$ cat src/mboxPkg.sv
`default_nettype none

package mboxPkg;

  // Default physical word address width
  localparam int PaWidth = 22;

  // Default request queue depth
  localparam int QueueDepth = 4;

  // Physical word address whose low two bits pick the word in a quad-word
  typedef logic [PaWidth-1:0] paddrT;

  // Quad-word request mask where bit n requests word n
  typedef logic [3:0] rqMaskT;

  // Word select within a quad-word
  typedef logic [1:0] wordSelT;

  // Memory start consumer states
  typedef enum logic [1:0] {
    Idle,
    WaitPhase,
    Started,
    Draining
  } memStateT;

endpackage

`default_nettype wire

$ cat src/reqIssue.sv
`default_nettype none

module reqIssue import mboxPkg::*; #(
  parameter int addrWidth = PaWidth
) (
  input  logic                 clk,
  input  logic                 rstN,

  input  logic                 reqValid,
  output logic                 reqReady,
  input  logic [addrWidth-1:0] reqAddr,
  input  logic                 reqWrite,
  input  rqMaskT               reqMask,
  input  logic                 reqForceBadPar,

  output logic                 issueValid,
  input  logic                 issueReady,
  output logic [addrWidth-1:0] issueAddr,
  output rqMaskT               issueMask,
  output logic                 issueRead,
  output logic                 issueWrite,
  output logic                 issuePar
);

  logic   armed;
  logic   accept;
  rqMaskT wordBit;
  rqMaskT normMask;
  logic   addrPar;

  // Held request may be replaced in the cycle the queue takes it
  assign reqReady = armed && (!issueValid || issueReady);
  assign accept   = reqValid && reqReady;

  // Single word picked by the low address bits
  assign wordBit = rqMaskT'(1) << reqAddr[1:0];

  always_comb begin
    if (reqWrite || reqMask == '0) begin
      normMask = wordBit;
    end else begin
      normMask = reqMask;
    end
  end

  assign addrPar = ^{reqAddr, normMask, !reqWrite, reqWrite};

  always_ff @(posedge clk) begin
    if (!rstN) begin
      armed      <= 1'b0;
      issueValid <= 1'b0;
    end else begin
      armed <= 1'b1;
      if (accept) begin
        issueValid <= 1'b1;
      end else if (issueReady) begin
        issueValid <= 1'b0;
      end
    end
  end

  // Request hold register
  always_ff @(posedge clk) begin
    if (accept) begin
      issueAddr  <= reqAddr;
      issueMask  <= normMask;
      issueRead  <= !reqWrite;
      issueWrite <= reqWrite;
      issuePar   <= addrPar ^ reqForceBadPar;
    end
  end

endmodule

`default_nettype wire

$ cat src/reqQueue.sv
`default_nettype none

module reqQueue import mboxPkg::*; #(
  parameter int addrWidth = PaWidth,
  parameter int depth     = QueueDepth
) (
  input  logic                 clk,
  input  logic                 rstN,

  input  logic                 issueValid,
  output logic                 issueReady,
  input  logic [addrWidth-1:0] issueAddr,
  input  rqMaskT               issueMask,
  input  logic                 issueRead,
  input  logic                 issueWrite,
  input  logic                 issuePar,

  output logic                 qValid,
  input  logic                 qReady,
  output logic [addrWidth-1:0] qAddr,
  output rqMaskT               qMask,
  output logic                 qRead,
  output logic                 qWrite,
  output logic                 qPar
);

  localparam int PtrWidth = (depth > 1) ? $clog2(depth) : 1;
  localparam int CntWidth = $clog2(depth + 1);

  logic [addrWidth-1:0] addrMem [depth];
  rqMaskT               maskMem [depth];
  logic                 readMem [depth];
  logic                 writeMem [depth];
  logic                 parMem [depth];

  logic [PtrWidth-1:0] wrPtr;
  logic [PtrWidth-1:0] rdPtr;
  logic [CntWidth-1:0] count;
  logic                doWrite;
  logic                doRead;

  // Pointer step with wrap at the last entry
  function automatic logic [PtrWidth-1:0] bump(logic [PtrWidth-1:0] ptr);
    if (ptr == PtrWidth'(depth - 1)) begin
      return '0;
    end
    return ptr + 1'b1;
  endfunction

  assign issueReady = (count != CntWidth'(depth));
  assign qValid     = (count != '0);
  assign doWrite    = issueValid && issueReady;
  assign doRead     = qValid && qReady;

  always_ff @(posedge clk) begin
    if (!rstN) begin
      wrPtr <= '0;
      rdPtr <= '0;
      count <= '0;
    end else begin
      if (doWrite) begin
        wrPtr <= bump(wrPtr);
      end
      if (doRead) begin
        rdPtr <= bump(rdPtr);
      end
      if (doWrite && !doRead) begin
        count <= count + 1'b1;
      end else if (doRead && !doWrite) begin
        count <= count - 1'b1;
      end
    end
  end

  always_ff @(posedge clk) begin
    if (doWrite) begin
      addrMem[wrPtr]  <= issueAddr;
      maskMem[wrPtr]  <= issueMask;
      readMem[wrPtr]  <= issueRead;
      writeMem[wrPtr] <= issueWrite;
      parMem[wrPtr]   <= issuePar;
    end
  end

  assign qAddr  = addrMem[rdPtr];
  assign qMask  = maskMem[rdPtr];
  assign qRead  = readMem[rdPtr];
  assign qWrite = writeMem[rdPtr];
  assign qPar   = parMem[rdPtr];

endmodule

`default_nettype wire

$ cat src/memStartCtl.sv
`default_nettype none

module memStartCtl import mboxPkg::*; #(
  parameter int addrWidth = PaWidth
) (
  input  logic                 clk,
  input  logic                 rstN,

  input  logic                 qValid,
  output logic                 qReady,
  input  logic [addrWidth-1:0] qAddr,
  input  rqMaskT               qMask,
  input  logic                 qRead,
  input  logic                 qWrite,
  input  logic                 qPar,

  output logic                 memStart,
  output logic                 memStartA,
  output logic                 memStartB,
  output logic [addrWidth-1:0] memAddr,
  output rqMaskT               memRq,
  output logic                 memRd,
  output logic                 memWr,
  output logic                 memAdrPar,
  input  logic                 memAckn,
  input  logic                 memDataValid,

  output logic                 coreDataValid,
  output wordSelT              coreWord
);

  memStateT state;

  logic   aPhase;
  logic   lastWasA;
  logic   comingA;
  logic   phaseFree;
  logic   take;
  logic   acknPulse;
  logic   lastAckn;
  logic   lastData;
  logic   dvMinus1;
  rqMaskT rqLeft;
  rqMaskT dataLeft;

  // Next set mask bit after from with wrap-around
  // From itself is checked last
  function automatic wordSelT nextSet(rqMaskT mask, wordSelT from);
    wordSelT pick;
    wordSelT w;
    logic    found;
    pick  = from;
    found = 1'b0;
    for (int i = 1; i <= 4; i++) begin
      w = from + wordSelT'(i);
      if (!found && mask[w]) begin
        pick  = w;
        found = 1'b1;
      end
    end
    return pick;
  endfunction

  assign qReady = (state == Idle);
  assign take   = qValid && qReady;

  assign memStart  = memStartA || memStartB;
  assign comingA   = !aPhase;
  // Back-to-back starts alternate phases
  assign phaseFree = (comingA != lastWasA);

  assign acknPulse = memAckn && memStart;
  assign lastAckn  = acknPulse && ((rqLeft & (rqLeft - 1'b1)) == '0);
  assign lastData  = coreDataValid && ((dataLeft & (dataLeft - 1'b1)) == '0);

  // Phase A in the first cycle out of reset
  always_ff @(posedge clk) begin
    if (!rstN) begin
      aPhase <= 1'b1;
    end else begin
      aPhase <= !aPhase;
    end
  end

  always_ff @(posedge clk) begin
    if (!rstN) begin
      state     <= Idle;
      memStartA <= 1'b0;
      memStartB <= 1'b0;
      lastWasA  <= 1'b0;
      rqLeft    <= '0;
    end else begin
      case (state)
        Idle: begin
          if (take) begin
            state  <= WaitPhase;
            rqLeft <= qMask;
          end
        end
        WaitPhase: begin
          if (phaseFree) begin
            state     <= Started;
            memStartA <= comingA;
            memStartB <= !comingA;
            lastWasA  <= comingA;
          end
        end
        Started: begin
          if (lastAckn) begin
            memStartA <= 1'b0;
            memStartB <= 1'b0;
            rqLeft    <= '0;
            state     <= memRd ? Draining : Idle;
          end else if (acknPulse) begin
            // Retire lowest outstanding word
            rqLeft <= rqLeft & (rqLeft - 1'b1);
          end
        end
        Draining: begin
          if (lastData) begin
            state <= Idle;
          end
        end
        default: state <= Idle;
      endcase
    end
  end

  // Held request fields for the memory bus
  always_ff @(posedge clk) begin
    if (take) begin
      memAddr   <= qAddr;
      memRq     <= qMask;
      memRd     <= qRead;
      memWr     <= qWrite;
      memAdrPar <= qPar;
    end
  end

  // Two-stage data valid delay and core word walk
  always_ff @(posedge clk) begin
    if (!rstN) begin
      dvMinus1      <= 1'b0;
      coreDataValid <= 1'b0;
      dataLeft      <= '0;
      coreWord      <= '0;
    end else begin
      dvMinus1      <= memDataValid;
      coreDataValid <= dvMinus1;
      if (take) begin
        dataLeft <= qRead ? qMask : '0;
        coreWord <= nextSet(qMask, wordSelT'(qAddr[1:0] - 2'd1));
      end else if (coreDataValid) begin
        dataLeft <= dataLeft & (dataLeft - 1'b1);
        coreWord <= nextSet(memRq, coreWord);
      end
    end
  end

endmodule

`default_nettype wire

$ cat src/mboxMemCtl.sv
`default_nettype none

module mboxMemCtl import mboxPkg::*; #(
  parameter int addrWidth = PaWidth,
  parameter int depth     = QueueDepth
) (
  input  logic                 clk,
  input  logic                 rstN,

  input  logic                 reqValid,
  output logic                 reqReady,
  input  logic [addrWidth-1:0] reqAddr,
  input  logic                 reqWrite,
  input  rqMaskT               reqMask,
  input  logic                 reqForceBadPar,

  output logic                 memStart,
  output logic                 memStartA,
  output logic                 memStartB,
  output logic [addrWidth-1:0] memAddr,
  output rqMaskT               memRq,
  output logic                 memRd,
  output logic                 memWr,
  output logic                 memAdrPar,
  input  logic                 memAckn,
  input  logic                 memDataValid,

  output logic                 coreDataValid,
  output wordSelT              coreWord
);

  logic                 issueValid;
  logic                 issueReady;
  logic [addrWidth-1:0] issueAddr;
  rqMaskT               issueMask;
  logic                 issueRead;
  logic                 issueWrite;
  logic                 issuePar;

  logic                 qValid;
  logic                 qReady;
  logic [addrWidth-1:0] qAddr;
  rqMaskT               qMask;
  logic                 qRead;
  logic                 qWrite;
  logic                 qPar;

  reqIssue #(
    .addrWidth(addrWidth)
  ) uIssue (
    .clk           (clk),
    .rstN          (rstN),
    .reqValid      (reqValid),
    .reqReady      (reqReady),
    .reqAddr       (reqAddr),
    .reqWrite      (reqWrite),
    .reqMask       (reqMask),
    .reqForceBadPar(reqForceBadPar),
    .issueValid    (issueValid),
    .issueReady    (issueReady),
    .issueAddr     (issueAddr),
    .issueMask     (issueMask),
    .issueRead     (issueRead),
    .issueWrite    (issueWrite),
    .issuePar      (issuePar)
  );

  reqQueue #(
    .addrWidth(addrWidth),
    .depth    (depth)
  ) uQueue (
    .clk       (clk),
    .rstN      (rstN),
    .issueValid(issueValid),
    .issueReady(issueReady),
    .issueAddr (issueAddr),
    .issueMask (issueMask),
    .issueRead (issueRead),
    .issueWrite(issueWrite),
    .issuePar  (issuePar),
    .qValid    (qValid),
    .qReady    (qReady),
    .qAddr     (qAddr),
    .qMask     (qMask),
    .qRead     (qRead),
    .qWrite    (qWrite),
    .qPar      (qPar)
  );

  memStartCtl #(
    .addrWidth(addrWidth)
  ) uStart (
    .clk          (clk),
    .rstN         (rstN),
    .qValid       (qValid),
    .qReady       (qReady),
    .qAddr        (qAddr),
    .qMask        (qMask),
    .qRead        (qRead),
    .qWrite       (qWrite),
    .qPar         (qPar),
    .memStart     (memStart),
    .memStartA    (memStartA),
    .memStartB    (memStartB),
    .memAddr      (memAddr),
    .memRq        (memRq),
    .memRd        (memRd),
    .memWr        (memWr),
    .memAdrPar    (memAdrPar),
    .memAckn      (memAckn),
    .memDataValid (memDataValid),
    .coreDataValid(coreDataValid),
    .coreWord     (coreWord)
  );

endmodule

`default_nettype wire

$ cat config.mk
export PLATFORM = sky130hd
export DESIGN_NAME = mboxMemCtl
export DESIGN_NICKNAME = d
export VERILOG_FILES = /design/src/mboxPkg.sv /design/src/reqIssue.sv /design/src/reqQueue.sv /design/src/memStartCtl.sv /design/src/mboxMemCtl.sv
export SDC_FILE = /design/constraint.sdc
export NUM_CORES = 1
export LEC_CHECK = 0
export BUFFER_PORTS_ARGS = -buffer_cell sky130_fd_sc_hd__buf_4
export CORE_MARGIN = 2
export CORE_UTILIZATION = 35
export CTS_CLUSTER_DIAMETER = 30
export DETAILED_ROUTE_END_ITERATION = 16
export PLACE_DENSITY_LB_ADDON = 0.08
export SLEW_MARGIN = 20
export SYNTH_ARGS = -nofsm -noshare
export SYNTH_HDL_FRONTEND = slang
export SYNTH_HIERARCHICAL = 1
export SYNTH_SLANG_ARGS = --single-unit
$ cat constraint.sdc
create_clock -name clk -period 2.9 [get_ports clk]
set_clock_uncertainty 0.2 [all_clocks]
set_input_delay 0.435 -clock clk [delete_from_list [all_inputs] [get_ports clk]]
set_output_delay 0.435 -clock clk [all_outputs]
set_load 0.02 [all_outputs]
==> results.json, run 1 <==
{
  "end_kind": "primary output",
  "fillCellCount": 1934,
  "rr_worst_depth": 8,
  "whs_path_depth": 2,
  "switching_share_of_power_pct": 29.4,
  "global_route_wire_length_before_repair_um": 25600,
  "setup_violators_final": 0,
  "layout.nets": 641,
  "finalWorstPathRequiredPeriod_ps": 2520,
  "period_share_pct": 86.8,
  "cts_post_setup_buffers_inserted": 0,
  "cts.sink_count": 203,
  "floorplan.die_area_um2": 24100,
  "critical_path_source": "uQueue/count[2]$_SDFFE_PN0P_",
  "synthTopCellsByArea": "edfxtp_1 (65%), mux4_2 (8.2%), dfxtp_1 (7.3%)",
  "detailed_placement_hpwl_um": 10300,
  "async_reset_ff_share_pct": 0,
  "number_of_design_rule_violations_left_after_detail_routing": 0,
  "regToRegSetupSlack_ps": 430,
  "leakagePower_nw": 3.76,
  "count_of_yosys_warnings_during_synthesis": 6,
  "grt_antenna_before_repair": 0,
  "hold_class": "in -> reg",
  "route.detailed.vias_per_inst": 4.86,
  "drt-total-wl_um": 16400,
  "wire_per_inst_um": 17.8,
  "max_slew_margin_pct": 60.5,
  "drt.antenna.violating_nets": 0,
  "synthMostInstantiatedCell": "edfxtp_1",
  "max_clock_freq_mhz": 397,
  "synth_common_cells": "edfxtp_1 (174), dfxtp_1 (29), mux4_2 (29)",
  "drt_first_iter_violations": 222,
  "clock_latency_ps": 530,
  "netSwitchingPower_mw": 3.39,
  "clk_transition_reported_paths_ps": 50,
  "place_congestion": 0.714,
  "hold_path_end": "uIssue/issueMask[3]$_DFFE_PP_",
  "place_ws_ps": 404,
  "synthDistinctLibCells": 63,
  "post_synth_inst_count": 459,
  "die_width_um": 155,
  "power-per-cell-area_nw_per_um2": 1070,
  "overflow": 0,
  "status": "completed",
  "start_util_pct": 35.5,
  "critical_path.reg2reg.startpoint": "uQueue/count[0]$_SDFFE_PN0P_",
  "std_cell_rows": 55,
  "utilization_pct": 47.5,
  "grtUsageTotal_pct": 14.0,
  "final.setup.worst_slack_ps": 383,
  "worst_ep_arrival_time_ps": 1880,
  "clock_power_share_pct": 43.0,
  "tightest_slew_ps": 593,
  "maximum_count_of_clock_buffers_along_a_single_path": 3,
  "setup_crit_path_kind": "reg -> out",
  "timing_max_transition_violations_final": 0,
  "path_max_fanout": 7,
  "reg2reg_to": "uQueue/count[2]$_SDFFE_PN0P_",
  "synth_area_leader_cell": "edfxtp_1",
  "max-vdd-ir-drop_uv": 549,
  "maximum_number_of_pins_on_one_net_before_global_route_repair": 30,
  "critPathLaunchType": "flop",
  "ys_seq_area_share_pct": 72.6,
  "data_required_time_at_the_worst_endpoint_ps": 2270,
  "floorplan.die.height_um": 155,
  "p_int_mw": 8.11,
  "dominantRegCellSynth": "edfxtp_1",
  "synth-edff-count": 174,
  "cts_tree": "done",
  "drive_gt1_share_pct": 31.5,
  "first_pass_iteration_count_of_the_detailed_router": 4,
  "yosys.area.top_type_share_pct": 65.3,
  "cts-root-buf": "clkbuf_16",
  "comb_power_share_pct": 21.6,
  "synthToLayoutAreaGrowth_pct": 33.8,
  "num_io_pins": 69,
  "placeableCoreArea_um2": 22500,
  "maxCapViolations": 0,
  "synth.ff_latch_count": 203,
  "num_antenna_cells": 0,
  "placement.io_buffers": 68,
  "cts_buf_count": 46,
  "postSynthNetCount": 503,
  "pwr-share-seq_pct": 35.4,
  "grt_setup_unrepaired": "false",
  "dr_total_vias": 4472,
  "tns_ps": 0,
  "avgSynthCellArea_um2": 17.4,
  "synthesis.area_um2": 8000,
  "cts_max_level": 2,
  "min_from": "reqMask[3]",
  "grt_pass1_vias": 4630,
  "report.final.hold_viol_count": 0
}
area by class of cell:
type                    instances  area (um2)  share of cell area, %
flip-flops and latches        203        5810                   54.3
inverters                      17        63.8                  0.596
clock inverters                37         358                   3.35
well taps                     285         357                   3.33
multi-input cells             223        2010                   18.8
clock buffers                  49        1160                   10.9
repair buffers                106         936                   8.75
logic make-up (layout without fill, tap and decap cells):
group / count (synthesis) / after routing / share of synthesized area [%]
AO/OA/AOI/OAI: 58 / 58 / 4.85
XOR/XNOR: 29 / 29 / 3.35
adder cells (fa/ha/maj): 12 / 12 / 1.94
buffers and inverters: 33 / 209 / 2.22
flip-flops: 203 / 203 / 72.6
multiplexers: 34 / 34 / 8.81
AND/OR/NAND/NOR: 90 / 90 / 6.24
metrics by stage:
step	std cells	hold slack [ps]	power (mW)	cell area [um2]
2_1_floorplan	459	212	5.70	8000
3_3_place_gp	808	224	6.61	8920
3_5_place_dp	808	221	6.63	8920
4_1_cts	920	36.2	11.7	10700
5_1_grt	920	46.9	12.0	10700
6_report	920	74.3	11.5	10700
critical path: stages, from the launching register on:
cell      delay [ps]
dfxtp_1          370
or3b_1           460
nand2b_1         200
and2_1           180
buf_4            160
power groups by stage:
stage / logic (mW) / clock network (mW) / registers [mW]
2_1_floorplan: 1.49 / 0 / 4.21
3_3_place_gp: 2.48 / 0 / 4.13
3_5_place_dp: 2.51 / 0 / 4.13
4_1_cts: 2.55 / 5.04 / 4.08
5_1_grt: 2.72 / 5.20 / 4.13
6_report: 2.49 / 4.94 / 4.07
worst max path at each step:
stage                                   endpoint  slack [ps]  cells after the start
global route                            reqReady         290                      4
detailed placement  uQueue/count[2]$_SDFFE_PN0P_         400                      8
finish                                  reqReady         380                      4
CTS                                     reqReady         350                      4
global placement    uQueue/count[2]$_SDFFE_PN0P_         510                      8
floorplan           uQueue/count[2]$_SDFFE_PN0P_         520                      7
sequential cells by signal, summed over array words and instances, names as in the netlist, 3 cells and up, named ones only:
signal and cells:
uIssue/issueMask 4, uQueue/writeMem 4, uQueue/count 3, uStart/dataLeft 4, uStart/rqLeft 4, uStart/memAddr 22
uQueue/parMem 4, uQueue/readMem 4, uQueue/maskMem 16, uQueue/addrMem 88, uStart/memRq 4, uIssue/issueAddr 22
repair_timing:
| item | in CTS | in global routing |
|---|---|---|
| hold buffers | 26 | 0 |
| resized for setup | 0 | 0 |
| endpoints found under the hold margin | 26 | 0 |
placed cells by master (no fill, tap or decap), drive strengths merged, types with 16 or more instances in the layout:
| master | Yosys | routed |
|---|---|---|
| buf | 11 | 80 |
| inv | 17 | 28 |
| mux4 | 29 | 29 |
| xnor2 | 26 | 26 |
| clkinv | 0 | 16 |
| o21ai | 20 | 20 |
| dlygate4sd3 | 0 | 26 |
| dfxtp | 29 | 29 |
| nor2 | 16 | 16 |
| clkbuf | 5 | 49 |
| edfxtp | 174 | 174 |
per-layer routing:
| layer | up-vias | part of all wire [%] | wire length (um) | global-route usage, % |
|---|---|---|---|---|
| li1 | 2106 | - | - | - |
| met1 | 2228 | 43 | 7040 | 17.0 |
| met2 | 103 | 50 | 8240 | 24.3 |
| met3 | 35 | 4.5 | 741 | 3.23 |
| met4 | 0 | 2.3 | 382 | 5.60 |
| met5 | - | 0 | 0 | 0 |
Power figures use the tool's default switching activity.
==> run 2, diff against run 1 <==
- CORE_MARGIN: 2 -> 5
- RECOVER_POWER: default -> 100
==> run 2 against run 1 <==
  * Sequential share of layout area rose by 1.2 points
  * Sequential power barely moved
  * First-iteration DRC count fell by 14%
  * Utilization fell by 1.2 points
  * Maximum frequency fell by 2.6%
  * Count of clock-buffer cells in the layout rose by 5
  * Total power fell by 0.11%
  * Routed wire length fell by 1.2%
  * Worst setup slack got worse by 68 ps
  * Clock power rose by 5.3%
  * Via count fell by 0.54%
==> results.json, run 2 (synthesis gave the netlist of run 1 again) <==
{
  "max_slew_margin_pct": 31.3,
  "num_antenna_cells": 0,
  "cts_post_setup_buffers_inserted": 0,
  "overflow": 0,
  "data_required_time_at_the_worst_endpoint_ps": 3140,
  "netSwitchingPower_mw": 3.25,
  "place_congestion": 0.721,
  "fillCellCount": 2000,
  "maxCapViolations": 0,
  "drt_first_iter_violations": 192,
  "layout.nets": 639,
  "end_kind": "flop",
  "largest_reg_flops": 88,
  "tightest_slew_ps": 1030,
  "cts-root-buf": "clkbuf_16",
  "leakagePower_nw": 3.55,
  "largestRegisters": "uQueue/addrMem x88, uIssue/issueAddr x22, uStart/memAddr x22",
  "comb_power_share_pct": 19.3,
  "p_int_mw": 8.23,
  "period_share_pct": 89.1,
  "rr_worst_depth": 8,
  "grt_setup_unrepaired": "false",
  "max-vdd-ir-drop_uv": 597,
  "pwr-share-seq_pct": 35.4,
  "register_ranked_first_by_flip_flop_count": "uQueue/addrMem",
  "postCtsHoldBufs": 26,
  "placement.io_buffers": 68,
  "timing_max_transition_violations_final": 0,
  "drt-total-wl_um": 16200,
  "number_of_design_rule_violations_left_after_detail_routing": 0,
  "clk_transition_reported_paths_ps": 40,
  "dpl_cell_area_um2": 8830,
  "layoutNonFillerInstCount": 918,
  "total_placed_cells_including_tap_cells": 805,
  "cts.repair.resized": 0,
  "grt_pass1_vias": 4639,
  "start_util_pct": 35.4,
  "placeableCoreArea_um2": 22600,
  "switching_share_of_power_pct": 28.3,
  "whs_path_depth": 2,
  "clock_latency_ps": 520,
  "tns_ps": 0,
  "setup_crit_path_kind": "reg -> reg",
  "max_clock_freq_mhz": 387,
  "grt-busiest-layer": "met2",
  "hold_class": "in -> reg",
  "cts.sink_count": 203,
  "finish.instance_area_um2": 10500,
  "detailed_placement_hpwl_um": 9530,
  "grt_antenna_before_repair": 0,
  "utilization_pct": 46.3,
  "synthToLayoutAreaGrowth_pct": 30.7,
  "report.final.hold_viol_count": 0,
  "num_io_pins": 69,
  "critPathLaunchType": "flop",
  "die_width_um": 161,
  "maximum_number_of_pins_on_one_net_before_global_route_repair": 30,
  "first_pass_iteration_count_of_the_detailed_router": 4,
  "global_route.usage.met2_pct": 20.8,
  "clock_power_share_pct": 45.2,
  "floorplan.die_area_um2": 26000,
  "route.detailed.vias_per_inst": 4.85,
  "maximum_count_of_clock_buffers_along_a_single_path": 3,
  "grt.met1_usage_pct": 15.8,
  "worst_ep_arrival_time_ps": 2830,
  "power-per-cell-area_nw_per_um2": 1100,
  "wire_per_inst_um": 17.7,
  "final_cell_mix": "edfxtp_1 (174), clkbuf_1 (63), clkbuf_16 (47)",
  "cts_buf_count": 47,
  "cts_max_level": 2,
  "std_cell_rows": 55,
  "grtUsageTotal_pct": 12.6,
  "global_route_wire_length_before_repair_um": 25600,
  "finalWorstPathRequiredPeriod_ps": 2580,
  "cts_tree": "done",
  "dr_total_vias": 4448,
  "floorplan.die.height_um": 161,
  "regToRegSetupSlack_ps": 320,
  "path_max_fanout": 7,
  "grtUsageMet3_pct": 3.52,
  "leading_cell_type_in_the_layout_fill_and_taps_excluded": "edfxtp_1",
  "setup_violators_final": 0,
  "status": "completed",
  "drive_gt1_share_pct": 21.0,
  "drt.antenna.violating_nets": 0
}
run 2: changes by cell type in the layout (fill, tap and decap cells not counted), sizes merged:
| cell | delta |
|---|---|
| clkinv | +2 |
| clkinvlp | -1 |
| buf | -68 |
| bufinv | +4 |
| clkbuf | +70 |
| inv | -9 |
run 2: stage by stage:
step | hold slack (ps) | setup WS (ps) | total power [mW]
floorplan | 212 | 515 | 5.70
global placement | 223 | 510 | 6.55
detailed placement | 219 | 428 | 6.57
CTS | 16.6 | 357 | 11.9
global route | 32.4 | 158 | 12.1
finish | 42.3 | 315 | 11.5
run 2: final timing paths:
check                                                        to                          from
worst max-delay path               uQueue/count[2]$_SDFFE_PN0P_  uQueue/count[0]$_SDFFE_PN0P_
worst min-delay path              uIssue/issueMask[3]$_DFFE_PP_                    reqMask[3]
worst max register to register     uQueue/count[2]$_SDFFE_PN0P_  uQueue/count[0]$_SDFFE_PN0P_
worst min register to register  uStart/coreDataValid$_SDFF_PN0_    uStart/dvMinus1$_SDFF_PN0_
run 2: area by class of cell:
class | count | area, um2 | area share (%)
Clock inverter | 33 | 382 | 3.65
Inverter | 17 | 63.8 | 0.610
Clock buffer | 54 | 1210 | 11.6
Sequential cell | 203 | 5810 | 55.5
Timing Repair Buffer | 103 | 624 | 5.97
Tap cell | 285 | 357 | 3.41
Multi-Input combinational cell | 223 | 2010 | 19.2
run 2: power groups by stage:
stage | Combinational (mW) | Sequential (mW) | Clock (mW)
3_5_place_dp | 2.43 | 4.13 | 0
4_1_cts | 2.47 | 4.09 | 5.32
5_1_grt | 2.44 | 4.14 | 5.48
3_3_place_gp | 2.42 | 4.13 | 0
2_1_floorplan | 1.49 | 4.21 | 0
6_report | 2.22 | 4.07 | 5.20
run 2: metal layers:
metal  share of wire, %  wire length [um]
met1                 44              7100
met2                 49              7870
met3                5.3               857
met4                2.3               378
met5                  0                 0
run 2: critical path, stage by stage, from the launching register on:
cell and delay, ps:
dfxtp_1 420, or3b_1 260, and2_0 260, ha_1 220
inv_1 60, fa_1 380, xor2_1 160, or3_2 400
a21boi_0 160
